File: config.mk
export PLATFORM = sky130hd
export DESIGN_NAME = reorder_buffer
export DESIGN_NICKNAME = d
export VERILOG_FILES = /design/src/source/ooo_pkg.sv /design/src/source/reorder_buffer.sv
export VERILOG_INCLUDE_DIRS = /design/src /design/src/include
export SDC_FILE = /design/constraint.sdc
export NUM_CORES = 1
export LEC_CHECK = 0
export BUFFER_PORTS_ARGS = -buffer_cell sky130_fd_sc_hd__buf_2
export CAP_MARGIN = 20
export CORE_MARGIN = 3
export CORE_UTILIZATION = 54
export DETAILED_ROUTE_END_ITERATION = 7
export GPL_TIMING_DRIVEN = 0
export PLACE_DENSITY = 0.77
export SLEW_MARGIN = 20
export SYNTH_ARGS = -nofsm -noshare
export SYNTH_HDL_FRONTEND = slang
export SYNTH_SLANG_ARGS = --single-unit
File: constraint.sdc
create_clock -name clock -period 6.1 [get_ports clock]
set_input_delay 0.305 -clock clock [delete_from_list [all_inputs] [get_ports clock]]
set_output_delay 0.305 -clock clock [all_outputs]
set_load 0.03 [all_outputs]
File: src/include/ooo_settings.svh
`ifndef OOO_SETTINGS_SVH
`define OOO_SETTINGS_SVH

// Datapath width
`define XLEN 64

// Reorder buffer entries, power of two
`define NUM_ROB 8

// Multiplier latency in cycles, divides XLEN
`define MUL_STAGES 4

`define NUM_ARCH_REG 32
`define ZERO_REG 31

`endif
File: src/source/ooo_pkg.sv
`include "ooo_settings.svh"

package ooo_pkg;

  typedef logic [$clog2(`NUM_ROB)-1:0] rob_tag_t;
  typedef logic [$clog2(`NUM_ARCH_REG)-1:0] reg_idx_t;

  typedef enum logic [2:0] {
    alu_add,
    alu_sub,
    alu_cmpeq,
    alu_and,
    alu_bis,
    alu_xor,
    alu_mul
  } alu_op_t;

  typedef enum logic [1:0] {
    unit_none, // Halt or illegal, nothing to execute
    unit_alu,
    unit_mul
  } exec_unit_t;

  typedef enum logic [1:0] {
    no_error,
    halted_on_halt,
    halted_on_illegal
  } error_code_t;

  // Operate format opcodes
  localparam logic [5:0] op_pal  = 6'h00;
  localparam logic [5:0] op_inta = 6'h10;
  localparam logic [5:0] op_intl = 6'h11;
  localparam logic [5:0] op_intm = 6'h13;

  // Function codes, bits 11:5
  localparam logic [6:0] fn_add   = 7'h20; // op_inta
  localparam logic [6:0] fn_sub   = 7'h29;
  localparam logic [6:0] fn_cmpeq = 7'h2d;
  localparam logic [6:0] fn_and   = 7'h00; // op_intl
  localparam logic [6:0] fn_bis   = 7'h20;
  localparam logic [6:0] fn_xor   = 7'h40;
  localparam logic [6:0] fn_mul   = 7'h20; // op_intm

endpackage

File: src/source/reorder_buffer.sv
`timescale 1ns/1ps
`include "ooo_settings.svh"

module reorder_buffer (
  input                              clock,
  input                              rst,
  input                              alloc,
  input  ooo_pkg::reg_idx_t          alloc_dest,
  input  ooo_pkg::exec_unit_t        alloc_unit,
  input  ooo_pkg::error_code_t       alloc_kind,
  output logic                       full,
  output ooo_pkg::rob_tag_t          tail,
  input                              alu_done,
  input  ooo_pkg::rob_tag_t          alu_tag,
  input        [`XLEN-1:0]           alu_val,
  input                              mul_done,
  input  ooo_pkg::rob_tag_t          mul_tag,
  input        [`XLEN-1:0]           mul_val,
  input  ooo_pkg::rob_tag_t          lookup_tag_a,
  input  ooo_pkg::rob_tag_t          lookup_tag_b,
  output logic                       lookup_done_a,
  output logic [`XLEN-1:0]           lookup_val_a,
  output logic                       lookup_done_b,
  output logic [`XLEN-1:0]           lookup_val_b,
  output logic                       retire_en,
  output ooo_pkg::reg_idx_t          retire_dest,
  output ooo_pkg::rob_tag_t          retire_tag,
  output logic [`XLEN-1:0]           retire_val,
  output ooo_pkg::error_code_t       error_status,
  output logic                       stop_cycle
);
  import ooo_pkg::*;

  logic [`NUM_ROB-1:0]     done_q;
  logic [`XLEN-1:0]        val_q  [`NUM_ROB];
  reg_idx_t                dest_q [`NUM_ROB];
  error_code_t             kind_q [`NUM_ROB];
  rob_tag_t                head;
  logic [$clog2(`NUM_ROB):0] count;

  assign full = (count == `NUM_ROB);

  // Operand lookup for decode
  assign lookup_done_a = done_q[lookup_tag_a];
  assign lookup_val_a  = val_q[lookup_tag_a];
  assign lookup_done_b = done_q[lookup_tag_b];
  assign lookup_val_b  = val_q[lookup_tag_b];

  // In-order retire, frozen once a halt or illegal has gone out
  assign retire_en   = (count != '0) && done_q[head] && !stop_cycle;
  assign retire_dest = dest_q[head];
  assign retire_tag  = head;
  assign retire_val  = val_q[head];

  always_ff @(posedge clock) begin
    if (rst) begin
      head         <= '0;
      tail         <= '0;
      count        <= '0;
      done_q       <= '0;
      error_status <= no_error;
      stop_cycle   <= 1'b0;
    end else begin
      if (alloc) begin
        done_q[tail] <= (alloc_unit == unit_none);  // Halt/illegal are born complete
        tail         <= tail + 1'b1;
      end
      if (alu_done) done_q[alu_tag] <= 1'b1;
      if (mul_done) done_q[mul_tag] <= 1'b1;
      if (retire_en) begin
        head <= head + 1'b1;
        if (kind_q[head] != no_error) begin
          error_status <= kind_q[head];
          stop_cycle   <= 1'b1;
        end
      end
      case ({alloc, retire_en})
        2'b10:   count <= count + 1'b1;
        2'b01:   count <= count - 1'b1;
        default: count <= count;
      endcase
    end
  end

  always_ff @(posedge clock) begin
    if (alloc) begin
      dest_q[tail] <= alloc_dest;
      kind_q[tail] <= alloc_kind;
      val_q[tail]  <= '0;
    end
    if (alu_done) val_q[alu_tag] <= alu_val;
    if (mul_done) val_q[mul_tag] <= mul_val;
  end

endmodule

Yosys cells after proc, flatten, opt, wreduce, memory -nomap -nowiden:

Memories as Yosys holds them, arrays and structs flattened. A register that Yosys moved wholly into a read port is not among the register bits.
Cells that the tools add are included.

* RAM bits: 568
* word-level logic and storage cells: 69
* memories kept: 3
* output and inout port bits: 210
* bits of input ports: 154
* flip-flop bits (word level): 21

* $lt $le $gt $ge: 9
* multiplexer cells: 31
* add/subtract/negate cells: 4
* reductions and logical operators: 11
* eq/ne operators: 3
* bitwise logic cells: 2

Memory list
* val_q: words 8, width 64, read ports 3, clocked after Yosys merged registers in 1, wr ports 3, RTL line reorder_buffer.sv:35 `` logic [`XLEN-1:0] val_q [`NUM_ROB]; ``
* dest_q: words 8, width 5, read ports 1, clocked after Yosys merged registers in 1, wr ports 1, RTL line reorder_buffer.sv:36 `` reg_idx_t dest_q [`NUM_ROB]; ``
* kind_q: words 8, width 2, read ports 1, clocked after Yosys merged registers in 1, wr ports 1, RTL line reorder_buffer.sv:37 `` error_code_t kind_q [`NUM_ROB]; ``

Operators by type and width (number)
* 8-bit 2-to-1 mux: 5
* 3-bit by 4-bit less-than comparator with 1-bit output, second input constant: 6
* 3-bit 2-to-1 mux: 6
* 8-bit OR: 2
* 1-bit 2-to-1 mux: 12
* 1-bit binary-select mux with 3-bit select: 3
* 1-bit demux with 3-bit select: 3
* 3-bit by 1-bit >= comparator with 1-bit output, second input constant: 3
* 8-bit bitwise mux: 1
* 4-bit one-hot mux with 2 select lines: 1
* 3-bit by 1-bit adder with 3-bit output, second input constant: 2
* 1-bit logical AND: 5
* 4-bit by 1-bit adder with 4-bit output, second input constant: 1
* 4-bit == test, second input constant: 1
* 2-bit nonzero test: 2
* 4-bit nonzero test: 1
* 4-bit by 1-bit subtractor with 4-bit output, second input constant: 1
* 2-bit by 1-bit == test with 1-bit output, second input constant: 1
* 2-bit == test, second input constant: 1
* 2-bit zero test: 1
* 2-bit AND reduction: 1
* 1-bit zero test: 1

Longest topological paths before layout:

Gate-level depths: netlist of the first run.

* word-level depth: 12
* depth in mapped cells: 11
* gate-level depth less buffers: 10

Worst setup path before layout of the first run:

No wires, ideal clock.

* kind: flip-flop to flip-flop
* start: register tail[0]
* end: memory val_q[5][0] (netlist bit), enable pin
* arrival time: 5327 ps
* setup time: 575 ps
* clock period less this slack: 5902 ps
* path buffers: 0
* path slack: 198 ps
* cell stages (with the launch flop): 3
* cell sequence: dfxtp_1 -> nand2b_1 -> o21ai_0

RTL lines
* from (decl): RTL line reorder_buffer.sv:12 `output ooo_pkg::rob_tag_t tail,`
* from (signal assigned): RTL line reorder_buffer.sv:66 `tail <= tail + 1'b1;`
* to (decl): RTL line reorder_buffer.sv:35

==> metrics.txt, run 1 <==
# TYPE chip_impl_metric gauge
chip_impl_metric{name="wl",unit="microns"} 125500
chip_impl_metric{name="vdd.ir_drop.worst",unit="mV"} 0.2580
chip_impl_metric{name="clkTransAtPathRegs",unit="ps"} 70
chip_impl_metric{name="finalHoldWorstSlack",unit="ps"} 53.97
chip_impl_metric{name="synth.ff_latch_count",unit=""} 592
chip_impl_metric{name="synth_fp_nets",unit=""} 2360
chip_impl_metric{name="final_core_utilization",unit="%"} 62.85
chip_impl_info{name="cts_root_buffer",value="sky130_fd_sc_hd__clkbuf_16"} 1
chip_impl_info{name="status",value="complete, no violations"} 1
chip_impl_metric{name="synth_sequential_area_ratio",unit="%"} 49.24
chip_impl_metric{name="worstSkewPairLatency",unit="ps"} 660
chip_impl_metric{name="vias_per_cell",unit=""} 7.663
chip_impl_metric{name="place.gp.congestion",unit=""} 0.8908
chip_impl_metric{name="port-buffer-count",unit=""} 228
chip_impl_metric{name="length_of_routed_wiring_on_met1",unit="microns"} 40540
chip_impl_metric{name="drt-initial-drc-count",unit=""} 3879
chip_impl_metric{name="placed_area",unit="sq um"} 38560
chip_impl_metric{name="grt_pass1_vias",unit=""} 26850
chip_impl_metric{name="ctsHtreeMaxLevel",unit=""} 2
chip_impl_metric{name="number_of_clock_sinks",unit=""} 592
chip_impl_metric{name="floorplan.initialDensity",unit="%"} 54.95
chip_impl_metric{name="initial_antenna_violation_count",unit=""} 35
chip_impl_metric{name="chipHeight",unit="microns"} 262.8
chip_impl_metric{name="worst-endpoint-arrival",unit="ps"} 3940
chip_impl_metric{name="final_net_count",unit=""} 2683
chip_impl_metric{name="clock_buffers_created_by_tritoncts",unit=""} 60
chip_impl_metric{name="worstPathRequired",unit="ps"} 5790
chip_impl_metric{name="cts_setup_buffers",unit=""} 0
chip_impl_metric{name="syn-mean-instance-area",unit="sq um"} 16.18
chip_impl_metric{name="layout_setup_ws",unit="ps"} 1857
chip_impl_metric{name="dp_hpwl",unit="microns"} 83520
chip_impl_metric{name="drive_above_1_share",unit="%"} 39.81
chip_impl_metric{name="fin_worst_skew",unit="ps"} 34.39
chip_impl_metric{name="finalInstanceArea",unit="sq um"} 40740
chip_impl_metric{name="timing.final.max_slew_violations",unit=""} 0
chip_impl_metric{name="max_clock_freq",unit="MHz"} 235.7
chip_impl_metric{name="power.leakage",unit="nW"} 13.52
chip_impl_metric{name="dr_total_vias",unit=""} 26430
chip_impl_metric{name="final_hold_viol_count",unit=""} 0
chip_impl_metric{name="track_usage",unit="%"} 35.38
chip_impl_metric{name="syn2layout_area_growth",unit="%"} 14.37
chip_impl_metric{name="tns",unit="ps"} 0
chip_impl_metric{name="dpl_worst_slack",unit="ps"} 2375
chip_impl_metric{name="grt_remaining_overflow",unit=""} 0
chip_impl_metric{name="clock_tree.buffer_depth",unit=""} 3
chip_impl_metric{name="synth_cells",unit=""} 2201
chip_impl_metric{name="drt_pass1_iterations",unit=""} 6
chip_impl_metric{name="synth_warnings",unit=""} 0
chip_impl_metric{name="total_power",unit="mW"} 11.42
chip_impl_metric{name="synthesis.area",unit="sq um"} 35620
chip_impl_info{name="topRoutingLayerUsed",value="met5"} 1
chip_impl_metric{name="final_period_minus_worst_setup_slack",unit="ps"} 4243
chip_impl_metric{name="pwr_density_cell",unit="nW/um^2"} 280.4
chip_impl_metric{name="met3_wirelength",unit="microns"} 19140
chip_impl_metric{name="die_width",unit="microns"} 262.8
chip_impl_info{name="worst_setup_path_end_kind",value="output port"} 1
chip_impl_metric{name="post_place_cells",unit=""} 3309
chip_impl_metric{name="setup_violations",unit=""} 0
chip_impl_info{name="critPathLaunchType",value="flop"} 1
chip_impl_metric{name="max_slew_margin",unit="%"} 14.66
chip_impl_metric{name="fin_crit_sh",unit="%"} 69.55
chip_impl_metric{name="drt_drc_violations_left",unit=""} 0
chip_impl_metric{name="stdcell_count",unit=""} 3449
chip_impl_metric{name="pin_count_of_the_biggest_net_entering_global_routing",unit=""} 39
chip_impl_metric{name="worst-slew-pin-transition",unit="ps"} 1273
chip_impl_metric{name="cap_violations",unit=""} 0
chip_impl_info{name="hold_class",value="in -> reg"} 1
chip_impl_info{name="cts_tree",value="yes"} 1
chip_impl_info{name="grt_setup_unrepaired",value="no"} 1
chip_impl_metric{name="fp.dieArea",unit="sq um"} 69080
chip_impl_metric{name="post_drt_wl_per_cell",unit="microns"} 36.38
chip_impl_metric{name="antenna_violating_nets_post_route",unit=""} 0
chip_impl_metric{name="route.met2.wl",unit="microns"} 58640
chip_impl_metric{name="yosysUniqueCellTypes",unit=""} 35
chip_impl_metric{name="core_area",unit="sq um"} 64810
chip_impl_metric{name="grt_pass1_wl",unit="microns"} 179100
chip_impl_metric{name="io_pins",unit=""} 364
chip_impl_metric{name="placementRows",unit=""} 93
chip_impl_info{name="path_class",value="reg -> out"} 1
chip_impl_metric{name="maximum_fanout_count_along_the_critical_path",unit=""} 10
area by class of cell:
| class | count | area (sq um) |
|---|---|---|
| timing repair buffer | 261 | 1862 |
| clock buffer | 67 | 1584 |
| inverter | 3 | 11.26 |
| clock inverter | 46 | 456.7 |
| multi-input combinational | 1255 | 16780 |
| sequential | 592 | 17540 |
| buffer | 351 | 1393 |
| antenna | 19 | 47.55 |
| fill | 4592 | 24080 |
| tap | 855 | 1070 |
power by group:
group / internal, mW / switching, mW / total, mW
sequential: 4.70 / 0.151 / 4.85
combinational: 1.09 / 1.59 / 2.68
clock: 2.18 / 1.71 / 3.89
total: 7.97 / 3.45 / 11.4
metal layers:
layer / track usage (%) / up-vias
met2: 56.12 / 2499
li1: - / 10110
met4: 16.53 / 36
met5: 0 / -
met1: 43.15 / 13250
met3: 13.49 / 538
sequential cells by signal, indices dropped and copies added, names as in the netlist, named ones only:
| register | flops |
|---|---|
| val_q | 512 |
| dest_q | 40 |
| kind_q | 16 |
| done_q | 8 |
| count | 4 |
| retire_tag | 3 |
| tail | 3 |
| error_status | 2 |
| stop_cycle | 1 |
placed cells by master (no fill, tap or decap), types with 2 or more instances in the layout:
cell / instances
sky130_fd_sc_hd__edfxtp_1: 568
sky130_fd_sc_hd__a22o_1: 513
sky130_fd_sc_hd__mux4_2: 403
sky130_fd_sc_hd__buf_2: 272
sky130_fd_sc_hd__mux2_2: 199
sky130_fd_sc_hd__buf_1: 157
sky130_fd_sc_hd__clkbuf_1: 149
sky130_fd_sc_hd__clkbuf_16: 62
sky130_fd_sc_hd__nor2_1: 26
sky130_fd_sc_hd__dfxtp_1: 24
sky130_fd_sc_hd__buf_16: 22
sky130_fd_sc_hd__diode_2: 19
sky130_fd_sc_hd__a21oi_1: 16
sky130_fd_sc_hd__mux2i_1: 12
sky130_fd_sc_hd__o21ai_0: 11
sky130_fd_sc_hd__nand2b_1: 10
sky130_fd_sc_hd__clkinvlp_4: 10
sky130_fd_sc_hd__clkinv_2: 10
sky130_fd_sc_hd__nand2_1: 9
sky130_fd_sc_hd__nor2b_1: 8
sky130_fd_sc_hd__dlygate4sd3_1: 8
sky130_fd_sc_hd__bufinv_16: 7
sky130_fd_sc_hd__inv_4: 6
sky130_fd_sc_hd__clkinv_1: 6
sky130_fd_sc_hd__nor3_2: 5
sky130_fd_sc_hd__nor3_1: 5
sky130_fd_sc_hd__o21ai_4: 5
sky130_fd_sc_hd__ha_1: 5
sky130_fd_sc_hd__xor2_1: 4
sky130_fd_sc_hd__inv_6: 4
sky130_fd_sc_hd__nor3_4: 3
sky130_fd_sc_hd__inv_1: 3
sky130_fd_sc_hd__buf_4: 3
sky130_fd_sc_hd__xnor2_1: 3
sky130_fd_sc_hd__clkinv_4: 3
sky130_fd_sc_hd__buf_6: 2
sky130_fd_sc_hd__or3_4: 2
sky130_fd_sc_hd__a31oi_1: 2
sky130_fd_sc_hd__nor4_1: 2
sky130_fd_sc_hd__nand3b_1: 2
critical path, stage by stage, from the launching register on:
cell and delay (ps):
sky130_fd_sc_hd__dfxtp_1 310, sky130_fd_sc_hd__clkbuf_1 870, sky130_fd_sc_hd__clkbuf_1 740, sky130_fd_sc_hd__clkbuf_1 680, sky130_fd_sc_hd__mux2_2 470, sky130_fd_sc_hd__buf_2 200
Yosys cell counts:
library cell                 n  area, sq um
sky130_fd_sc_hd__buf_4       1        7.510
sky130_fd_sc_hd__nor3_2      5        50.05
sky130_fd_sc_hd__nor2b_1     8        50.05
sky130_fd_sc_hd__nand4_1     1        6.260
sky130_fd_sc_hd__nor4_1      2        12.51
sky130_fd_sc_hd__xor2_1      4        35.03
sky130_fd_sc_hd__or3_1       3        18.77
sky130_fd_sc_hd__buf_6       2        22.52
sky130_fd_sc_hd__nor3b_1     1        7.510
sky130_fd_sc_hd__clkbuf_1  146        548.0
sky130_fd_sc_hd__and3b_1     1        8.760
sky130_fd_sc_hd__o22ai_1     1        6.260
sky130_fd_sc_hd__nor3_4      1        16.27
sky130_fd_sc_hd__nand2b_1   10        62.56
sky130_fd_sc_hd__a21bo_2     1        10.01
sky130_fd_sc_hd__a22o_1    513         4493
sky130_fd_sc_hd__nor4b_1     1        8.760
sky130_fd_sc_hd__dfxtp_1    24        480.5
sky130_fd_sc_hd__edfxtp_1  568        17060
sky130_fd_sc_hd__mux4_2    403         9076
sky130_fd_sc_hd__nor3_1      7        35.03
sky130_fd_sc_hd__buf_1     158        593.1
sky130_fd_sc_hd__nor2_1     27        101.4
sky130_fd_sc_hd__o21ai_0    16        80.08
sky130_fd_sc_hd__nand3_1     1        5.000
sky130_fd_sc_hd__inv_1       3        11.26
sky130_fd_sc_hd__a31oi_1     2        12.51
sky130_fd_sc_hd__ha_1        5        62.56
sky130_fd_sc_hd__mux2_2    199         2241
sky130_fd_sc_hd__mux2i_1    12        120.1
sky130_fd_sc_hd__a21oi_1    16        80.08
sky130_fd_sc_hd__xnor2_1     3        26.28
sky130_fd_sc_hd__nand2_1    10        37.54
sky130_fd_sc_hd__buf_2      44        220.2
sky130_fd_sc_hd__nand3b_1    2        15.01
logic make-up (layout without fill, tap and decap cells):
logic type	count (synthesis)	count (layout)	share of synthesized area, %
muxes	614	614	32.11
DFF	592	592	49.24
AOI/OAI and AO/OA	549	549	13.15
buffers and inverters	354	728	3.938
and+or+nand+nor	80	80	1.223
xor gates and xnor gates	7	7	0.1721
adders and majority gates	5	5	0.1756
other	0	19	0
what timing repair did:
item	4_1_cts	5_1_grt
hold buffers	8	0
resized for setup	0	0
endpoints found under the hold margin	58	0
final timing paths:
path | start | to | slack (ps) | cells after the start
max | flop | retire_val[62] | 1860 | 5
min | alloc_unit[0] | done_q[4]$_SDFF_PP0_ | 50 | 4
max reg2reg | retire_tag[1]$_SDFFE_PP0N_ | count[2]$_SDFFE_PP0P_ | 3130 | 11
min reg2reg | error_status[0]$_SDFFE_PP0P_ | error_status[0]$_SDFFE_PP0P_ | 470 | 2
No activity file was read; power rests on OpenSTA's default activity.
==> run 2: changes to the inputs <==
--- a/config.mk
+++ b/config.mk
@@ -9,10 +9,10 @@
 export BUFFER_PORTS_ARGS = -buffer_cell sky130_fd_sc_hd__buf_2
 export CAP_MARGIN = 20
 export CORE_MARGIN = 3
-export CORE_UTILIZATION = 54
+export CORE_UTILIZATION = 60
 export DETAILED_ROUTE_END_ITERATION = 7
 export GPL_TIMING_DRIVEN = 0
-export PLACE_DENSITY = 0.77
+export PLACE_DENSITY = 0.81
 export SLEW_MARGIN = 20
 export SYNTH_ARGS = -nofsm -noshare
 export SYNTH_HDL_FRONTEND = slang
==> constraint.sdc (replaced) <==
create_clock -name clock -period 4.04 [get_ports clock]
set_input_delay 0.202 -clock clock [delete_from_list [all_inputs] [get_ports clock]]
set_output_delay 0.202 -clock clock [all_outputs]
set_load 0.03 [all_outputs]
==> metrics.txt, run 2 (synthesized netlist as in run 1, its figures left out) <==
# TYPE chip_impl_metric gauge
chip_impl_metric{name="cap_violations",unit=""} 0
chip_impl_metric{name="max_slew_margin",unit="%"} 14.56
chip_impl_info{name="critPathLaunchType",value="flop"} 1
chip_impl_metric{name="dp_hpwl",unit="microns"} 83150
chip_impl_metric{name="pwr_density_cell",unit="nW/um^2"} 425.9
chip_impl_metric{name="maximum_fanout_count_along_the_critical_path",unit=""} 10
chip_impl_metric{name="track_usage",unit="%"} 39.78
chip_impl_info{name="cts_tree",value="yes"} 1
chip_impl_metric{name="worst-endpoint-arrival",unit="ps"} 3750
chip_impl_info{name="worst_setup_path_end_kind",value="output port"} 1
chip_impl_info{name="register_with_the_highest_flop_count",value="val_q"} 1
chip_impl_info{name="path_class",value="reg -> out"} 1
chip_impl_metric{name="post_cts.resized_instances",unit=""} 0
chip_impl_metric{name="total_power",unit="mW"} 17.35
chip_impl_metric{name="number_of_clock_sinks",unit=""} 592
chip_impl_info{name="layout_common_cells",value="568 x sky130_fd_sc_hd__edfxtp_1, 513 x sky130_fd_sc_hd__a22o_1, 403 x sky130_fd_sc_hd__mux4_2"} 1
chip_impl_info{name="grt_setup_unrepaired",value="no"} 1
chip_impl_metric{name="flip_flop_count_of_the_largest_register_after_layout",unit=""} 512
chip_impl_metric{name="drt-initial-drc-count",unit=""} 4790
chip_impl_metric{name="wl",unit="microns"} 127500
chip_impl_metric{name="port-buffer-count",unit=""} 228
chip_impl_metric{name="fp.dieArea",unit="sq um"} 62320
chip_impl_metric{name="placementRows",unit=""} 88
chip_impl_metric{name="grt_pass1_wl",unit="microns"} 179500
chip_impl_metric{name="setup_violations",unit=""} 0
chip_impl_metric{name="vias_per_cell",unit=""} 7.990
chip_impl_metric{name="tns",unit="ps"} 0
chip_impl_metric{name="clkTransAtPathRegs",unit="ps"} 60
chip_impl_info{name="hold_class",value="in -> reg"} 1
chip_impl_metric{name="antenna_violating_nets_post_route",unit=""} 0
chip_impl_metric{name="cts_setup_buffers",unit=""} 0
chip_impl_metric{name="drt_pass1_iterations",unit=""} 8
chip_impl_metric{name="syn2layout_area_growth",unit="%"} 14.41
chip_impl_metric{name="grt_pass1_vias",unit=""} 26930
chip_impl_metric{name="initial_antenna_violation_count",unit=""} 32
chip_impl_info{name="cts_root_buffer",value="sky130_fd_sc_hd__clkbuf_16"} 1
chip_impl_metric{name="dr_total_vias",unit=""} 26940
chip_impl_metric{name="vdd.ir_drop.worst",unit="mV"} 0.4497
chip_impl_info{name="largestRegisters",value="val_q (512), dest_q (40), kind_q (16)"} 1
chip_impl_metric{name="final_core_utilization",unit="%"} 69.96
chip_impl_metric{name="pin_count_of_the_biggest_net_entering_global_routing",unit=""} 35
chip_impl_metric{name="floorplan.initialDensity",unit="%"} 61.15
chip_impl_metric{name="worstPathRequired",unit="ps"} 3840
chip_impl_metric{name="die_width",unit="microns"} 249.6
chip_impl_metric{name="final_hold_viol_count",unit=""} 0
chip_impl_metric{name="drt_drc_violations_left",unit=""} 0
chip_impl_info{name="layout_commonest_cell",value="sky130_fd_sc_hd__edfxtp_1"} 1
chip_impl_metric{name="io_pins",unit=""} 364
chip_impl_metric{name="worstSkewPairLatency",unit="ps"} 660
chip_impl_metric{name="fin_worst_skew",unit="ps"} 22.29
chip_impl_metric{name="drive_above_1_share",unit="%"} 39.21
chip_impl_metric{name="max_clock_freq",unit="MHz"} 252.8
chip_impl_metric{name="worst-slew-pin-transition",unit="ps"} 1282
chip_impl_metric{name="place.gp.congestion",unit=""} 0.9049
chip_impl_info{name="status",value="complete, no violations"} 1
chip_impl_metric{name="ctsHtreeMaxLevel",unit=""} 2
chip_impl_metric{name="final_period_minus_worst_setup_slack",unit="ps"} 3956
chip_impl_metric{name="core_area",unit="sq um"} 58250
chip_impl_metric{name="grt_remaining_overflow",unit=""} 0
chip_impl_metric{name="timing.final.max_slew_violations",unit=""} 0
chip_impl_metric{name="post_drt_wl_per_cell",unit="microns"} 37.82
chip_impl_metric{name="clock_tree.buffer_depth",unit=""} 3
chip_impl_metric{name="final_net_count",unit=""} 2688
chip_impl_metric{name="fin_crit_sh",unit="%"} 97.91
chip_impl_metric{name="power.leakage",unit="nW"} 13.55
chip_impl_metric{name="chipHeight",unit="microns"} 249.6
chip_impl_metric{name="clock_buffers_created_by_tritoncts",unit=""} 61
==> run 2: worst max-delay path: stages (launching register included) <==
cell                       delay, ps
sky130_fd_sc_hd__dfxtp_1         340
sky130_fd_sc_hd__buf_2           230
sky130_fd_sc_hd__clkbuf_1        840
sky130_fd_sc_hd__clkbuf_1        760
sky130_fd_sc_hd__mux4_2          410
sky130_fd_sc_hd__mux2_2          340
sky130_fd_sc_hd__buf_2           200
==> run 2: where the power goes <==
part / leakage [nW] / internal, mW / switching, mW
clock: 0.992 / 3.47 / 2.48
combinational: 7.11 / 1.66 / 2.42
sequential: 5.46 / 7.10 / 0.237
total: 13.6 / 12.2 / 5.14
==> run 2: per-stage QoR <==
step	std cells	hold slack [ps]	area, sq um	worst slack [ps]
after floorplan	2201	300.9	35630	-139.5
after CTS	3346	10.78	40670	186.3
final	3371	60.20	40750	84.35
after detailed placement	3220	467.5	38490	457.5
after global routing	3365	85.03	40730	143.8
after global placement	3194	446.3	37730	-3359
==> run 2: path summary, 6_finish.rpt <==
| check | start | end | slack (ps) | depth (start not counted) |
|---|---|---|---|---|
| min | alu_val[24] | val_q[5][24]$_DFFE_PP_ | 60 | 2 |
| max | flop | retire_val[62] | 80 | 6 |
| max reg2reg | tail[2]$_SDFFE_PP0P_ | val_q[0][29]$_DFFE_PP_ | 840 | 4 |
| min reg2reg | error_status[0]$_SDFFE_PP0P_ | error_status[0]$_SDFFE_PP0P_ | 480 | 2 |
==> run 2: final cells by class <==
type | count | area [sq um]
Clock buffer | 72 | 1568
Inverter | 3 | 11.26
Buffer | 350 | 1389
Multi-Input combinational cell | 1255 | 16790
Sequential cell | 592 | 17540
Fill cell | 3637 | 17500
Antenna cell | 25 | 62.56
Timing Repair Buffer | 266 | 1932
Tap cell | 765 | 957.2
Clock inverter | 43 | 503.0
==> run 2: layer usage <==
layer	up-vias	track usage [%]	part of all wire (%)
li1	10150	-	-
met1	13190	48.72	30
met2	2936	60.46	46
met3	636	14.75	17
met4	18	24.30	6.7
met5	-	1.081	0.087
==> run 2: repair_timing <==
action	in CTS	in global routing
hold buffers	12	0
endpoints found under the setup margin	10	0
endpoints found under the hold margin	73	0
