--- config.mk ---
export PLATFORM = sky130hd
export DESIGN_NAME = inst_decode
export DESIGN_NICKNAME = d
export VERILOG_FILES = /design/src/source/ooo_pkg.sv /design/src/source/inst_decode.sv
export VERILOG_INCLUDE_DIRS = /design/src /design/src/include
export SDC_FILE = /design/constraint.sdc
export NUM_CORES = 1
export LEC_CHECK = 0
export BUFFER_PORTS_ARGS = -buffer_cell sky130_fd_sc_hd__buf_4
export CORE_AREA = 10 10 174 176
export DETAILED_ROUTE_END_ITERATION = 16
export DIE_AREA = 0 0 184 186
export PLACE_DENSITY = 0.75
export SYNTH_ARGS = -nofsm -noshare
export SYNTH_HDL_FRONTEND = slang
export SYNTH_SLANG_ARGS = --single-unit
--- constraint.sdc ---
create_clock -name clock -period 2.9 [get_ports clock]
set_clock_uncertainty 0.05 [all_clocks]
set_input_delay 0.29 -clock clock [delete_from_list [all_inputs] [get_ports clock]]
set_output_delay 0.29 -clock clock [all_outputs]
set_load 0.01 [all_outputs]
--- src/include/ooo_settings.svh ---
`ifndef OOO_SETTINGS_SVH
`define OOO_SETTINGS_SVH

// Datapath width
`define XLEN 64

// Reorder buffer entries, power of two
`define NUM_ROB 8

// Multiplier latency in cycles, divides XLEN
`define MUL_STAGES 4

`define NUM_ARCH_REG 32
`define ZERO_REG 31

`endif
--- src/source/ooo_pkg.sv ---
`include "ooo_settings.svh"

package ooo_pkg;

  typedef logic [$clog2(`NUM_ROB)-1:0] rob_tag_t;
  typedef logic [$clog2(`NUM_ARCH_REG)-1:0] reg_idx_t;

  typedef enum logic [2:0] {
    alu_add,
    alu_sub,
    alu_cmpeq,
    alu_and,
    alu_bis,
    alu_xor,
    alu_mul
  } alu_op_t;

  typedef enum logic [1:0] {
    unit_none, // Halt or illegal, nothing to execute
    unit_alu,
    unit_mul
  } exec_unit_t;

  typedef enum logic [1:0] {
    no_error,
    halted_on_halt,
    halted_on_illegal
  } error_code_t;

  // Operate format opcodes
  localparam logic [5:0] op_pal  = 6'h00;
  localparam logic [5:0] op_inta = 6'h10;
  localparam logic [5:0] op_intl = 6'h11;
  localparam logic [5:0] op_intm = 6'h13;

  // Function codes, bits 11:5
  localparam logic [6:0] fn_add   = 7'h20; // op_inta
  localparam logic [6:0] fn_sub   = 7'h29;
  localparam logic [6:0] fn_cmpeq = 7'h2d;
  localparam logic [6:0] fn_and   = 7'h00; // op_intl
  localparam logic [6:0] fn_bis   = 7'h20;
  localparam logic [6:0] fn_xor   = 7'h40;
  localparam logic [6:0] fn_mul   = 7'h20; // op_intm

endpackage

--- src/source/inst_decode.sv ---
`timescale 1ns/1ps
`include "ooo_settings.svh"

module inst_decode (
  input                              clock,
  input                              rst,
  input        [31:0]                inst,
  input                              inst_valid,
  output logic                       dispatch_ready,
  input                              rob_full,
  input  ooo_pkg::rob_tag_t          rob_tail,
  output ooo_pkg::rob_tag_t          lookup_tag_a,
  output ooo_pkg::rob_tag_t          lookup_tag_b,
  input                              lookup_done_a,
  input                              lookup_done_b,
  input        [`XLEN-1:0]           lookup_val_a,
  input        [`XLEN-1:0]           lookup_val_b,
  output ooo_pkg::reg_idx_t          rf_idx_a,
  output ooo_pkg::reg_idx_t          rf_idx_b,
  input        [`XLEN-1:0]           rf_val_a,
  input        [`XLEN-1:0]           rf_val_b,
  input                              retire_en,
  input  ooo_pkg::reg_idx_t          retire_dest,
  input  ooo_pkg::rob_tag_t          retire_tag,
  output logic                       alloc,
  output ooo_pkg::reg_idx_t          alloc_dest,
  output ooo_pkg::exec_unit_t        alloc_unit,
  output ooo_pkg::error_code_t       alloc_kind,
  output logic                       iss_valid,
  output ooo_pkg::alu_op_t           iss_op,
  output ooo_pkg::exec_unit_t        iss_unit,
  output logic [`XLEN-1:0]           iss_a,
  output logic [`XLEN-1:0]           iss_b,
  output ooo_pkg::rob_tag_t          iss_tag
);
  import ooo_pkg::*;

  logic [`NUM_ARCH_REG-1:0] map_busy;
  rob_tag_t                 map_tag [`NUM_ARCH_REG];
  logic                     halt_seen;  // Sticky after halt or illegal

  logic [5:0]  opcode;
  logic [6:0]  func;
  reg_idx_t    src_a, src_b, dest;
  logic        use_lit, need_a, need_b, ready_a, ready_b;
  logic        writes_reg, fire;
  alu_op_t     op;
  exec_unit_t  unit;
  error_code_t kind;

  assign opcode  = inst[31:26];
  assign func    = inst[11:5];
  assign src_a   = inst[25:21];
  assign src_b   = inst[20:16];
  assign dest    = inst[4:0];
  assign use_lit = inst[12];

  always_comb begin
    op   = alu_add;
    unit = unit_none;
    kind = halted_on_illegal;
    case (opcode)
      op_inta: begin
        unit = unit_alu;
        case (func)
          fn_add:   op = alu_add;
          fn_sub:   op = alu_sub;
          fn_cmpeq: op = alu_cmpeq;
          default:  unit = unit_none;
        endcase
      end
      op_intl: begin
        unit = unit_alu;
        case (func)
          fn_and:  op = alu_and;
          fn_bis:  op = alu_bis;
          fn_xor:  op = alu_xor;
          default: unit = unit_none;
        endcase
      end
      op_intm: begin
        unit = unit_mul;
        op   = alu_mul;
        if (func != fn_mul) unit = unit_none;
      end
      default: unit = unit_none;
    endcase
    if (unit != unit_none) kind = no_error;
    else if (opcode == op_pal && inst[25:0] == '0) kind = halted_on_halt;
  end

  // Operand sources, ROB when the producer is in flight
  assign rf_idx_a     = src_a;
  assign rf_idx_b     = src_b;
  assign lookup_tag_a = map_tag[src_a];
  assign lookup_tag_b = map_tag[src_b];

  assign need_a  = (kind == no_error);
  assign need_b  = (kind == no_error) && !use_lit;
  assign ready_a = !need_a || !map_busy[src_a] || lookup_done_a;
  assign ready_b = !need_b || !map_busy[src_b] || lookup_done_b;

  assign dispatch_ready = !rob_full && !halt_seen && ready_a && ready_b;
  assign fire           = inst_valid && dispatch_ready;
  assign writes_reg     = (kind == no_error) && (dest != reg_idx_t'(`ZERO_REG));

  assign alloc      = fire;
  assign alloc_dest = (kind == no_error) ? dest : reg_idx_t'(`ZERO_REG);
  assign alloc_unit = unit;
  assign alloc_kind = kind;

  assign iss_valid = fire && (unit != unit_none);
  assign iss_op    = op;
  assign iss_unit  = unit;
  assign iss_tag   = rob_tail;
  assign iss_a     = map_busy[src_a] ? lookup_val_a : rf_val_a;
  assign iss_b     = use_lit ? {{(`XLEN-8){1'b0}}, inst[20:13]} :
                     map_busy[src_b] ? lookup_val_b : rf_val_b;

  always_ff @(posedge clock) begin
    if (rst) begin
      map_busy  <= '0;
      halt_seen <= 1'b0;
    end else begin
      // Only the newest producer clears its register
      if (retire_en && map_tag[retire_dest] == retire_tag)
        map_busy[retire_dest] <= 1'b0;
      if (fire && writes_reg) map_busy[dest] <= 1'b1;  // Dispatch wins
      if (fire && kind != no_error) halt_seen <= 1'b1;
    end
  end

  always_ff @(posedge clock) begin
    if (fire && writes_reg) map_tag[dest] <= rob_tail;
  end

endmodule

# ---- Word-level counts from Yosys, hierarchy flattened
# Memories as Yosys holds them, arrays and structs flattened.
# Index checks and enable logic that the tools add are counted.
dict set report word_totals {
  reg_bits 33
  ram_bits 96
  in_bits 306
  output_inout_bits 164
  memories 1
}
dict set report op_classes {
  n_lt_le_gt_ge 6
  eq_ne 10
  n_mux 26
  n_bitwise 3
  n_reduce_logical 32
}
# name depth width read_ports rd_clocked_by_memory_dff write_ports line_no
set mem_list {}
lappend mem_list {map_tag 32 3 3 0 1 inst_decode.sv:39} ;# rob_tag_t map_tag [`NUM_ARCH_REG];
# op count
set ops {}
lappend ops {{$mux W64} 3}
lappend ops {{$mux W32} 3}
lappend ops {{$and A32 B32 Y32} 1}
lappend ops {{$not A32 Y32} 1}
lappend ops {{$or A32 B32 Y32} 1}
lappend ops {{$logic_not A26 Y1} 1}
lappend ops {{$lt A5 B6 Y1 const B} 4}
lappend ops {{$eq A7 B6 Y1 const B} 3}
lappend ops {{$eq A6 B5 Y1 const B} 3}
lappend ops {{$pmux W3 S3} 2}
lappend ops {{$logic_and A1 B1 Y1} 13}
lappend ops {{$bmux W1 S5} 2}
lappend ops {{$demux W1 S5} 2}
lappend ops {{$ge A5 B1 Y1 const B} 2}
lappend ops {{$mux W1} 8}
lappend ops {{$eq A7 B7 Y1 const B} 1}
lappend ops {{$logic_not A1 Y1} 7}
lappend ops {{$logic_not A7 Y1} 1}
lappend ops {{$ne A7 B6 Y1 const B} 1}
lappend ops {{$logic_not A6 Y1} 1}
lappend ops {{$mux W2} 3}
lappend ops {{$pmux W2 S3} 1}
lappend ops {{$reduce_or A3 Y1} 2}
lappend ops {{$mux W5} 1}
lappend ops {{6 further kinds} 10}

# ---- Logic depth before layout (Yosys ltp)
# Gate-level depths: netlist of the first run.
dict set report logic_depth {
  word_depth 16
  depth_mapped 11
  mapped_depth_nobuf 7
}

# ---- Least setup slack after synthesis of the first run
# Ideal clock, no wire load.
dict set report synth_path {
  path_kind {input to output}
  from {input inst[16]}
  to {output lookup_tag_b[0]}
  t_arrival_ps 2689
  required_time_ps 2560
  slack_ps -129
  cell_stages 6
  path_cell_list {buf_2 > buf_2 > buf_1 > mux4_2 > mux4_2 > mux2_2}
}
dict set report synth_via {
  elab_chain_len 1
}
# item line_no
set synth_rtl {}
lappend synth_rtl {{from (decl)} inst_decode.sv:7} ;# input [31:0] inst,
lappend synth_rtl {{$mem_v2 Z32 W3} -}
lappend synth_rtl {{to (decl)} inst_decode.sv:13} ;# output ooo_pkg::rob_tag_t lookup_tag_b,
# Every way passes these cells.

# ---- Final worst setup path of the first run
dict set report layout_path {
  from {register map_busy[7]}
  to {output iss_b[36]}
}
dict set report layout_via {
  elab_chain_len 4
}
# item line_no
set layout_rtl {}
lappend layout_rtl {{from (decl)} inst_decode.sv:38} ;# logic [`NUM_ARCH_REG-1:0] map_busy;
lappend layout_rtl {{from (signal assigned)} inst_decode.sv:122} ;# map_busy <= '0;
lappend layout_rtl {{from (signal, indexed assignment)} inst_decode.sv:127} ;# map_busy[retire_dest] <= 1'b0;
lappend layout_rtl {{from (signal, indexed assignment)} inst_decode.sv:128} ;# if (fire && writes_reg) map_busy[dest] <= 1'b1;
lappend layout_rtl {{$bmux W1 S5} inst_decode.sv:118} ;# map_busy[src_b] ? lookup_val_b : rf_val_b;
lappend layout_rtl {{$mux W1 (implied by the code)} inst_decode.sv:118}
lappend layout_rtl {{$mux W64} inst_decode.sv:118}
lappend layout_rtl {{$mux W64} inst_decode.sv:117} ;# assign iss_b = use_lit ? {{(`XLEN-8){1'b0}}, inst[20:13]} :
lappend layout_rtl {{to (decl)} inst_decode.sv:33} ;# output logic [`XLEN-1:0] iss_b,
# Every way passes these cells. The select of a mux whose other input is x is not followed.

==> results of run 1 <==
[power by group]
group	internal, mW	switching (mW)	leakage (nW)
sequential	1.98	0.00437	1.13
clock	1.18	0.870	0.267
combinational	1.23	0.993	5.97
total	4.40	1.87	7.38
[cells by family (layout without fill, tap and decap cells)]
kind of cell           after synthesis  in the layout
other                                1             13
XOR/XNOR                             3              3
flip-flops                         129            129
buffers and inverters              121            658
AND/OR/NAND/NOR                    254            254
AO/OA/AOI/OAI                      143            143
multiplexers                       263            263
[metrics by stage]
stage / worst slack (ns) / area [um2] / hold slack (ns)
2_1_floorplan: 0.0185 / 9950 / 0.339
3_3_place_gp: -0.723 / 14300 / 0.400
3_5_place_dp: -0.757 / 14300 / 0.405
4_1_cts: -0.311 / 15700 / 0.122
5_1_grt: -0.364 / 16800 / 0.134
6_report: -0.282 / 16800 / 0.127
[synthesized netlist by cell type (15+ instances only)]
cell	number	share of area
mux2i_1	125	0.13
edfxtp_1	96	0.29
nor2_1	83	0.031
mux2_2	72	0.082
mux4_2	66	0.15
clkbuf_1	50	0.019
nand2_1	44	0.017
dfxtp_1	33	0.066
nor3_1	33	0.017
o21ai_0	28	0.014
o22ai_1	25	0.016
buf_2	22	0.011
inv_1	20	0.0076
nor2b_1	20	0.013
a21oi_1	18	0.0091
o31ai_1	16	0.012
buf_4	15	0.011
[cell type report]
cell class,count,area [um2],share of cell area
antenna,10,25.0,0.00149
clock buffer,17,425,0.0253
clock inverter,15,134,0.00798
inverter,21,83.8,0.00499
multi-input combinational,666,6710,0.400
sequential,129,3550,0.212
tap,341,427,0.0254
timing repair buffer,605,5430,0.323
[repair_timing]
item / 4_1_cts / 5_1_grt
buffers inserted: 29 / 3
cloned: 9 / 8
gates resized for setup: 94 / 233
endpoints found under the setup margin: 221 / 231
hold buffers: 0 / 0
pin swaps: 7 / 32
[worst reg2reg max path, cell delays in order, from the launching register on]
cell	delay [ns]
dfxtp_2	0.34
mux4_2	0.48
and3b_1	0.19
nor4_2	0.18
buf_4	0.17
o2bb2ai_4	0.13
buf_6	0.15
or3_4	0.18
o211ai_1	0.20
clkbuf_16	0.23
buf_12	0.15
nor3_4	0.14
buf_6	0.14
[per-layer routing]
layer  vias to the layer above  part of all wire
met5                         -                 0
met4                         0             0.049
met3                       143              0.12
met2                       882              0.52
met1                      5236              0.31
li1                       4617                 -
[flip-flops by register name (all words and copies together) (netlist names)]
register   cells
halt_seen      1
map_busy      32
map_tag       96
[worst max path at each step]
stage / start / endpoint / slack (ns) / depth (start not counted)
2_1_floorplan: inst[16] / map_tag[25][0] / 0.02 / 10
3_3_place_gp: inst[16] / iss_b[4] / -0.72 / 11
3_5_place_dp: inst[16] / iss_b[4] / -0.76 / 11
4_1_cts: map_busy[7] / iss_b[36] / -0.31 / 13
5_1_grt: map_busy[7] / iss_b[33] / -0.36 / 11
6_report: map_busy[7] / iss_b[36] / -0.28 / 12
==> run_results.csv, run 1 <==
group,metric,value,unit
power,total_power,6.26,mW
setup_path,path_cells,"mux4_2 -> and3b_1 -> nor4_2 -> buf_4 -> o2bb2ai_4 -> buf_12 -> buf_8 -> buf_12 -> buf_6 -> mux2i_1 -> nor2_1 -> buf_4",
global_routing,grt_max_degree,41,
cts,cts_buffer_depth,2,
routing,ant_nets,0,
worst_hold_path,holdPathStages,3,
power,power.density,373,nW/um2
timing,finalHoldViolations,0,
timing,rsz0062_at_grt,"true",
placed_design,gp_congestion,1.00,
timing,slew_viol_final,0,
synth,synth_edf_count,96,
routing,routed_wl,55100,um
timing,setup_tns,-18.54,ns
placed_design,dp.cells,1718,
timing,worstMarginPinSlew,1.07,ns
layout,fillers,2092,
synth,synth_top_family_by_area,"multiplexers",
layout,drive_above_1_share,0.596,
cts,path_clk_slew,0.06,ns
timing,maxSlewHeadroom,0.285,
layout,mostFrequentLayoutCell,"buf_4",
synth,synth_adder_area_share,0,
global_routing,use_met3,0.0936,
synth,yosys.area_share.simple,0.132,
synth,synth_xor_area_frac,0.00264,
setup_path,cpPeakStageDelay,0.48,ns
setup_path,cp.arrival,2.84,ns
routing,drc,0,
placed_design,dp_hpwl,42100,um
global_routing,grtUsageMet2,0.540,
worst_hold_path,min_to,"halt_seen",
routing,drtPass1Iterations,5,
layout,nets,1746,
setup_path,cp_slowest_cell,"mux4_2",
layout,synthToLayoutAreaGrowth,68.8,%
placed_design,numPortBuffers,469,
setup_path,rrSetupSlack,-0.11,ns
cts,cts.sinks,129,
global_routing,grt_usage,0.296,
timing,fin_ws,-0.282,ns
synth,synth_cell_type_count,60,
global_routing,grt_pass1_wl,74200,um
setup_path,cp_max_fo,5,
setup_path,worstReg2RegEnd,"map_tag[22][2]",
setup_path,startpoint_type,"flip-flop",
routing,viasPerCell,6.03,
power,leakage,7.38,nW
layout,final_cell_mix,"buf_4, mux2i_1, edfxtp_1",
global_routing,use_met1,0.297,
routing,drt_first_iter_violations,1218,
timing,layout_worst_path_cycle_share,1.10,
layout,fin_util,0.628,
synth,netlist_area,9940,um2
status,violations,"setup timing",
global_routing,grt_pass1_vias,11000,
setup_path,crit_required,2.56,ns
synth,synth_compound_area_frac,0.0959,
floorplan,die_x,184,um
synth,ys_seq_area_frac,0.356,
layout,layoutNonFillerInstCount,1804,
cts,cts_inserted_buffers,17,
synth,synthMuxAreaShare,0.357,
routing,vias,10900,
synth,synthArstFlopShare,0,
global_routing,grt-busiest-layer,"met2",
timing,layout_min_cycle_time,3.18,ns
timing,setup_viol,161,
worst_hold_path,hold_path_startpoint,"rob_full",
floorplan,initial_core_util,0.372,
cts,htreeDepth,4,
floorplan,core_area,26700,um2
synth,ys_seq_elements,129,
setup_path,worstSetupPathType,"flip-flop to output pin",
global_routing,antenna_found_initial,10,
synth,syn_area_per_cell,10.9,um2
floorplan,die_y,186,um
setup_path,rr_worst_depth,12,
cts,clk_latency,0.43,ns
routing,routedWlPerCell,30.6,um
synth,yosysWarnings,0,
worst_hold_path,hold_path_class,"primary input to flip-flop",
global_routing,overflow,0,
timing,max_freq,0.314,GHz
setup_path,worstSetupEndpointType,"output pin",
cts,root_buffer,"clkbuf_16",
status,status,"complete, but fails checks",
synth,synthFlopType,"edfxtp_1",
setup_path,reg2reg_from,"map_busy[7]",
power,peakVddDrop,0.403,mV
setup_path,cp_num_buf_inv,6,
synth,syn_inst,914,
job,max_cap_violations,0,
floorplan,ios,470,
setup_path,cp_top_family,"buffers and inverters",
floorplan,core.rowCount,60,
cts,cts_tree,"done",
floorplan,dieArea,34200,um2
No activity file was read; power rests on OpenSTA's default activity.
==> inputs of run 2 (changes only) <==
--- a/config.mk
+++ b/config.mk
@@ -6,11 +6,12 @@
 export SDC_FILE = /design/constraint.sdc
 export NUM_CORES = 1
 export LEC_CHECK = 0
+export ABC_AREA = 1
 export BUFFER_PORTS_ARGS = -buffer_cell sky130_fd_sc_hd__buf_4
-export CORE_AREA = 10 10 174 176
+export CORE_MARGIN = 10
+export CORE_UTILIZATION = 40
 export DETAILED_ROUTE_END_ITERATION = 16
-export DIE_AREA = 0 0 184 186
-export PLACE_DENSITY = 0.75
+export PLACE_DENSITY = 0.78
 export SYNTH_ARGS = -nofsm -noshare
 export SYNTH_HDL_FRONTEND = slang
 export SYNTH_SLANG_ARGS = --single-unit
==> run_results.csv, run 2 <==
group,metric,value,unit
status,status,"completed",
routing,drt_first_iter_violations,2131,
synth,netlist_area,10600,um2
setup_path,reg2reg_from,"map_busy[21]",
synth,syn_area_per_cell,6.05,um2
routing,routedWlPerCell,21.9,um
floorplan,core_area,26100,um2
global_routing,grt_max_degree,65,
job,max_cap_violations,0,
timing,rsz0062_at_grt,"false",
synth,yosys-top-cells-count,"nand2_1, nor2_1, o21ai_0",
worst_hold_path,hold_path_class,"primary input to flip-flop",
global_routing,overflow,0,
cts,root_buffer,"clkbuf_16",
timing,layout_min_cycle_time,2.84,ns
global_routing,grt_usage,0.311,
cts,htreeDepth,4,
global_routing,use_met1,0.375,
global_routing,grtUsageMet2,0.509,
layout,top_register,"map_tag",
setup_path,worstSetupPathType,"flip-flop to output pin",
layout,nets,2477,
placed_design,dp_hpwl,42500,um
layout,mostFrequentLayoutCell,"nand2_1",
global_routing,grt-busiest-layer,"met2",
synth,synthFlopType,"edfxtp_1",
global_routing,grt_pass1_vias,13400,
global_routing,antenna_found_initial,3,
synth,synth_cell_type_count,35,
floorplan,die_y,183,um
floorplan,die_x,183,um
layout,final_cell_mix,"nand2_1, buf_4, nor2_1",
synth,synthArstFlopShare,0,
synth,yosysWarnings,0,
floorplan,initial_core_util,0.407,
setup_path,rrSetupSlack,0.19,ns
timing,max_freq,0.352,GHz
synth,synth_area_leaders,"edfxtp_1, nand2_1, nor2_1",
cts,path_clk_slew,0.06,ns
synth,synth_edf_count,96,
placed_design,numPortBuffers,469,
synth,ys_seq_elements,129,
timing,whs,0.206,ns
timing,layout_worst_path_cycle_share,0.981,
cts,cts.sinks,129,
worst_hold_path,holdPathStages,2,
floorplan,core.rowCount,59,
layout,synthToLayoutAreaGrowth,41.7,%
routing,routed_wl,55100,um
cts,cts_setup_buffers,0,
timing,setup_tns,0,ns
worst_hold_path,hold_path_startpoint,"rst",
setup_path,cp.arrival,2.50,ns
layout,drive_above_1_share,0.265,
routing,ant_nets,0,
floorplan,dieArea,33400,um2
synth,netlist.top_cell.by_area,"edfxtp_1",
setup_path,startpoint_type,"flip-flop",
layout,largest_register_ff_count,96,
setup_path,worstSetupEndpointType,"output pin",
setup_path,worstReg2RegEnd,"map_tag[3][0]",
timing,maxSlewHeadroom,0.353,
synth,ys_seq_area_frac,0.334,
floorplan,ios,470,
setup_path,rr_worst_depth,13,
timing,slew_viol_final,0,
synth,netlist.area_leader.share,0.272,
setup_path,crit_required,2.56,ns
setup_path,cp_max_fo,64,
synth,yosysMostFrequentCell,"nand2_1",
worst_hold_path,min_to,"map_busy[26]",
power,power.density,396,nW/um2
timing,finalHoldViolations,0,
timing,worstMarginPinSlew,0.963,ns
power,peakVddDrop,0.338,mV
timing,setup_viol,0,
routing,vias,14100,
cts,clk_latency,0.43,ns
global_routing,use_met3,0.0998,
synth,syn_inst,1753,
global_routing,grt_pass1_wl,81600,um
layout,top_regs,"map_tag x96, map_busy x32, halt_seen x1",
cts,cts_inserted_buffers,17,
routing,viasPerCell,5.59,
cts,cts_tree,"done",
routing,drtPass1Iterations,7,
cts,cts_buffer_depth,2,
power,leakage,7.30,nW
routing,drc,0,
placed_design,gp_congestion,0.994,
[run 2: cell count changes after synthesis, moves of 47 or more]
| cell | previous run | this run |
|---|---|---|
| a21oi_1 | 18 | 65 |
| inv_1 | 20 | 103 |
| mux2_2 | 72 | 0 |
| mux2i_1 | 125 | 0 |
| mux4_2 | 66 | 0 |
| nand2_1 | 44 | 613 |
| nand3_1 | 7 | 76 |
| nor2_1 | 83 | 316 |
| o21ai_0 | 28 | 196 |
[run 2: logic make-up (layout without fill, tap and decap cells)]
logic type / after synthesis / after routing / synth area share
other cells: 1 / 6 / 0.000354
simple gates: 1042 / 1042 / 0.393
buf+inv: 239 / 668 / 0.0962
flops: 129 / 129 / 0.334
compound gates: 342 / 342 / 0.176
[run 2: how the worst max path moves through the flow]
stage	startpoint	endpoint	slack [ns]	cells after the start
global route	map_busy[21]	iss_b[4]	0.00003	11
global placement	inst[16]	iss_b[7]	-0.1	13
finish	map_busy[21]	iss_b[4]	0.06	11
CTS	map_busy[21]	iss_b[4]	0.05	11
floorplan	inst[16]	map_tag[28][0]	0.55	17
detailed placement	inst[16]	iss_b[7]	-0.09	13
[run 2: layer usage]
layer / up-vias / share of wire / routed length (um)
met4: 0 / 0.037 / 2040
met5: - / 0 / 0
met1: 6384 / 0.36 / 20100
met3: 160 / 0.13 / 7290
li1: 6531 / - / -
met2: 1035 / 0.47 / 25700
[run 2: stage by stage]
| stage | cells | power, mW | utilization | setup slack (ns) | instance area, um2 |
|---|---|---|---|---|---|
| floorplan | 1755 | 2.86 | - | 0.550 | 10600 |
| global placement | 2487 | 3.88 | 0.554 | -0.0953 | 14400 |
| detailed placement | 2487 | 3.89 | 0.554 | -0.0878 | 14400 |
| CTS | 2519 | 5.92 | 0.576 | 0.0462 | 15000 |
| global route | 2522 | 6.18 | 0.576 | 0.0000266 | 15000 |
| finish | 2522 | 5.95 | 0.576 | 0.0554 | 15000 |
[run 2: critical path: stages (launching register included)]
cell,delay [ns]
dfxtp_1,0.35
nand2_1,0.09
nand2_1,0.05
a21oi_1,0.14
nor2_1,0.08
nor2_1,0.12
nand2_1,0.07
nand2_2,0.10
buf_8,0.30
nor2_1,0.16
o22ai_1,0.36
buf_4,0.20
[run 2: where the power goes]
group          internal (mW)  total, mW  switching [mW]
logic                  0.802       1.90            1.10
registers               1.98       1.99         0.00344
clock network           1.19       2.07           0.877
[run 2: layout make-up]
| class | instances | area, um2 |
|---|---|---|
| well taps | 335 | 419 |
| inverters | 115 | 432 |
| multi-input cells | 1387 | 6060 |
| clock inverters | 14 | 133 |
| flip-flops and latches | 129 | 3540 |
| clock buffers | 18 | 429 |
| repair buffers | 521 | 4000 |
| fillers | 2509 | 11000 |
| diodes | 3 | 7.51 |
[run 2: timing repair]
item	4_1_cts	5_1_grt
hold buffers	0	0
gates resized for setup	2	3
endpoints found under the setup margin	3	65
==> inputs of run 3 (changes only) <==
--- a/config.mk
+++ b/config.mk
@@ -8,10 +8,10 @@
 export LEC_CHECK = 0
 export ABC_AREA = 1
 export BUFFER_PORTS_ARGS = -buffer_cell sky130_fd_sc_hd__buf_4
-export CORE_MARGIN = 10
-export CORE_UTILIZATION = 40
+export CORE_AREA = 10 10 176 178
 export DETAILED_ROUTE_END_ITERATION = 16
-export PLACE_DENSITY = 0.78
+export DIE_AREA = 0 0 186 188
+export PLACE_DENSITY = 0.76
 export SYNTH_ARGS = -nofsm -noshare
 export SYNTH_HDL_FRONTEND = slang
 export SYNTH_SLANG_ARGS = --single-unit
==> run_results.csv, run 3 (synthesis results as in run 2) <==
group,metric,value,unit
layout,drive_above_1_share,0.263,
placed_design,dp_hpwl,42500,um
routing,viasPerCell,5.44,
floorplan,die_y,188,um
worst_hold_path,hold_path_class,"primary input to flip-flop",
global_routing,overflow,0,
setup_path,cp_max_fo,64,
layout,layoutNonFillerInstCount,2534,
setup_path,crit_required,2.56,ns
layout,final_cell_mix,"nand2_1, buf_4, nor2_1",
routing,ant_nets,0,
global_routing,antenna_found_initial,4,
job,max_cap_violations,0,
layout,top_register,"map_tag",
floorplan,ios,470,
timing,slew_viol_final,0,
layout,nets,2477,
timing,rsz0062_at_grt,"false",
floorplan,dieArea,35000,um2
routing,vias,13800,
global_routing,grt_max_degree,65,
cts,root_buffer,"clkbuf_16",
cts,htreeDepth,4,
layout,fin_util,0.548,
timing,setup_tns,0,ns
power,peakVddDrop,0.439,mV
cts,cts_inserted_buffers,17,
floorplan,core.rowCount,61,
setup_path,startpoint_type,"flip-flop",
timing,finalHoldViolations,0,
global_routing,grt_usage,0.296,
layout,synthToLayoutAreaGrowth,41.9,%
layout,mostFrequentLayoutCell,"nand2_1",
placed_design,gp_congestion,1.04,
layout,finalInstanceArea,15000,um2
floorplan,die_x,186,um
layout,multiInputGateArea,6050,um2
floorplan,initial_core_util,0.386,
routing,routedWlPerCell,21.4,um
placed_design,dp.cells,2498,
status,status,"completed",
setup_path,worstSetupPathType,"flip-flop to output pin",
timing,layout_worst_path_cycle_share,0.971,
power,power.density,402,nW/um2
timing,setup_viol,0,
routing,routed_wl,54200,um
layout,seqCellArea,3540,um2
cts,path_clk_slew,0.06,ns
cts,cts_tree,"done",
power,total_power,6.04,mW
power,leakage,7.28,nW
global_routing,grt_pass1_wl,80000,um
placed_design,numPortBuffers,469,
setup_path,worstSetupEndpointType,"output pin",
layout,fillers,2718,
global_routing,grt_pass1_vias,13200,
setup_path,cp.arrival,2.47,ns
layout,top_regs,"map_tag x96, map_busy x32, halt_seen x1",
timing,worstMarginPinSlew,0.812,ns
placed_design,place_area,14400,um2
cts,cts_buffer_depth,2,
floorplan,core_area,27500,um2
cts,cts.sinks,129,
layout,largest_register_ff_count,96,
routing,drtPass1Iterations,7,
routing,drc,0,
timing,maxSlewHeadroom,0.458,
routing,drt_first_iter_violations,1757,
timing,max_freq,0.355,GHz
timing,layout_min_cycle_time,2.81,ns
cts,clk_latency,0.43,ns
-- run 3: critical path, stage by stage (launching register included) --
cell,delay (ns)
dfxtp_1,0.42
nand2_1,0.08
nand3_1,0.08
nand3_1,0.08
nand2_1,0.07
nor2_1,0.04
nand2_1,0.07
nand2_2,0.10
inv_2,0.10
buf_12,0.25
nor2_1,0.10
nor2_1,0.39
buf_4,0.21
-- run 3: path summary, 6_finish.rpt --
kind | depth (start not counted) | slack [ns] | from | to
worst max-delay path | 12 | 0.09 | map_busy[0] | iss_b[17]
worst min-delay path | 2 | 0.20 | rst | map_busy[1]
worst max register to register | 12 | 0.39 | map_busy[12] | map_tag[24][1]
worst min register to register | 1 | 0.44 | halt_seen | halt_seen
-- run 3: stage by stage --
step	hold slack [ns]	setup WS [ns]
2_1_floorplan	0.309	0.550
3_3_place_gp	0.405	0.206
6_report	0.195	0.0850
4_1_cts	0.199	0.0633
3_5_place_dp	0.424	0.0449
5_1_grt	0.212	0.0198
-- run 3: final cells by class --
type                    count  share of cell area
inverters                 115              0.0287
repair buffers            521               0.265
diodes                      4            0.000665
multi-input cells        1387               0.402
flip-flops and latches    129               0.236
clock buffers              19              0.0288
clock inverters            13              0.0107
well taps                 346              0.0288
-- run 3: what timing repair did --
action                                  4_1_cts  5_1_grt
resized for setup                             1        4
hold buffers                                  0        0
endpoints found under the setup margin        5       50
buffers inserted                              0        0
-- run 3: power breakdown --
group | leakage [nW] | internal [mW] | switching (mW) | total (mW)
Clock | 0.271 | 1.35 | 0.832 | 2.18
Combinational | 5.88 | 0.804 | 1.07 | 1.87
Sequential | 1.13 | 1.98 | 0.00346 | 1.99
-- run 3: layer usage --
layer	wire length [um]	vias to the layer above	part of all wire	GRT usage
met4	1960	0	0.036	0.118
met5	0	-	0	0
met1	19300	6134	0.36	0.345
met3	6790	139	0.13	0.0796
li1	-	6536	-	-
met2	26200	982	0.48	0.500
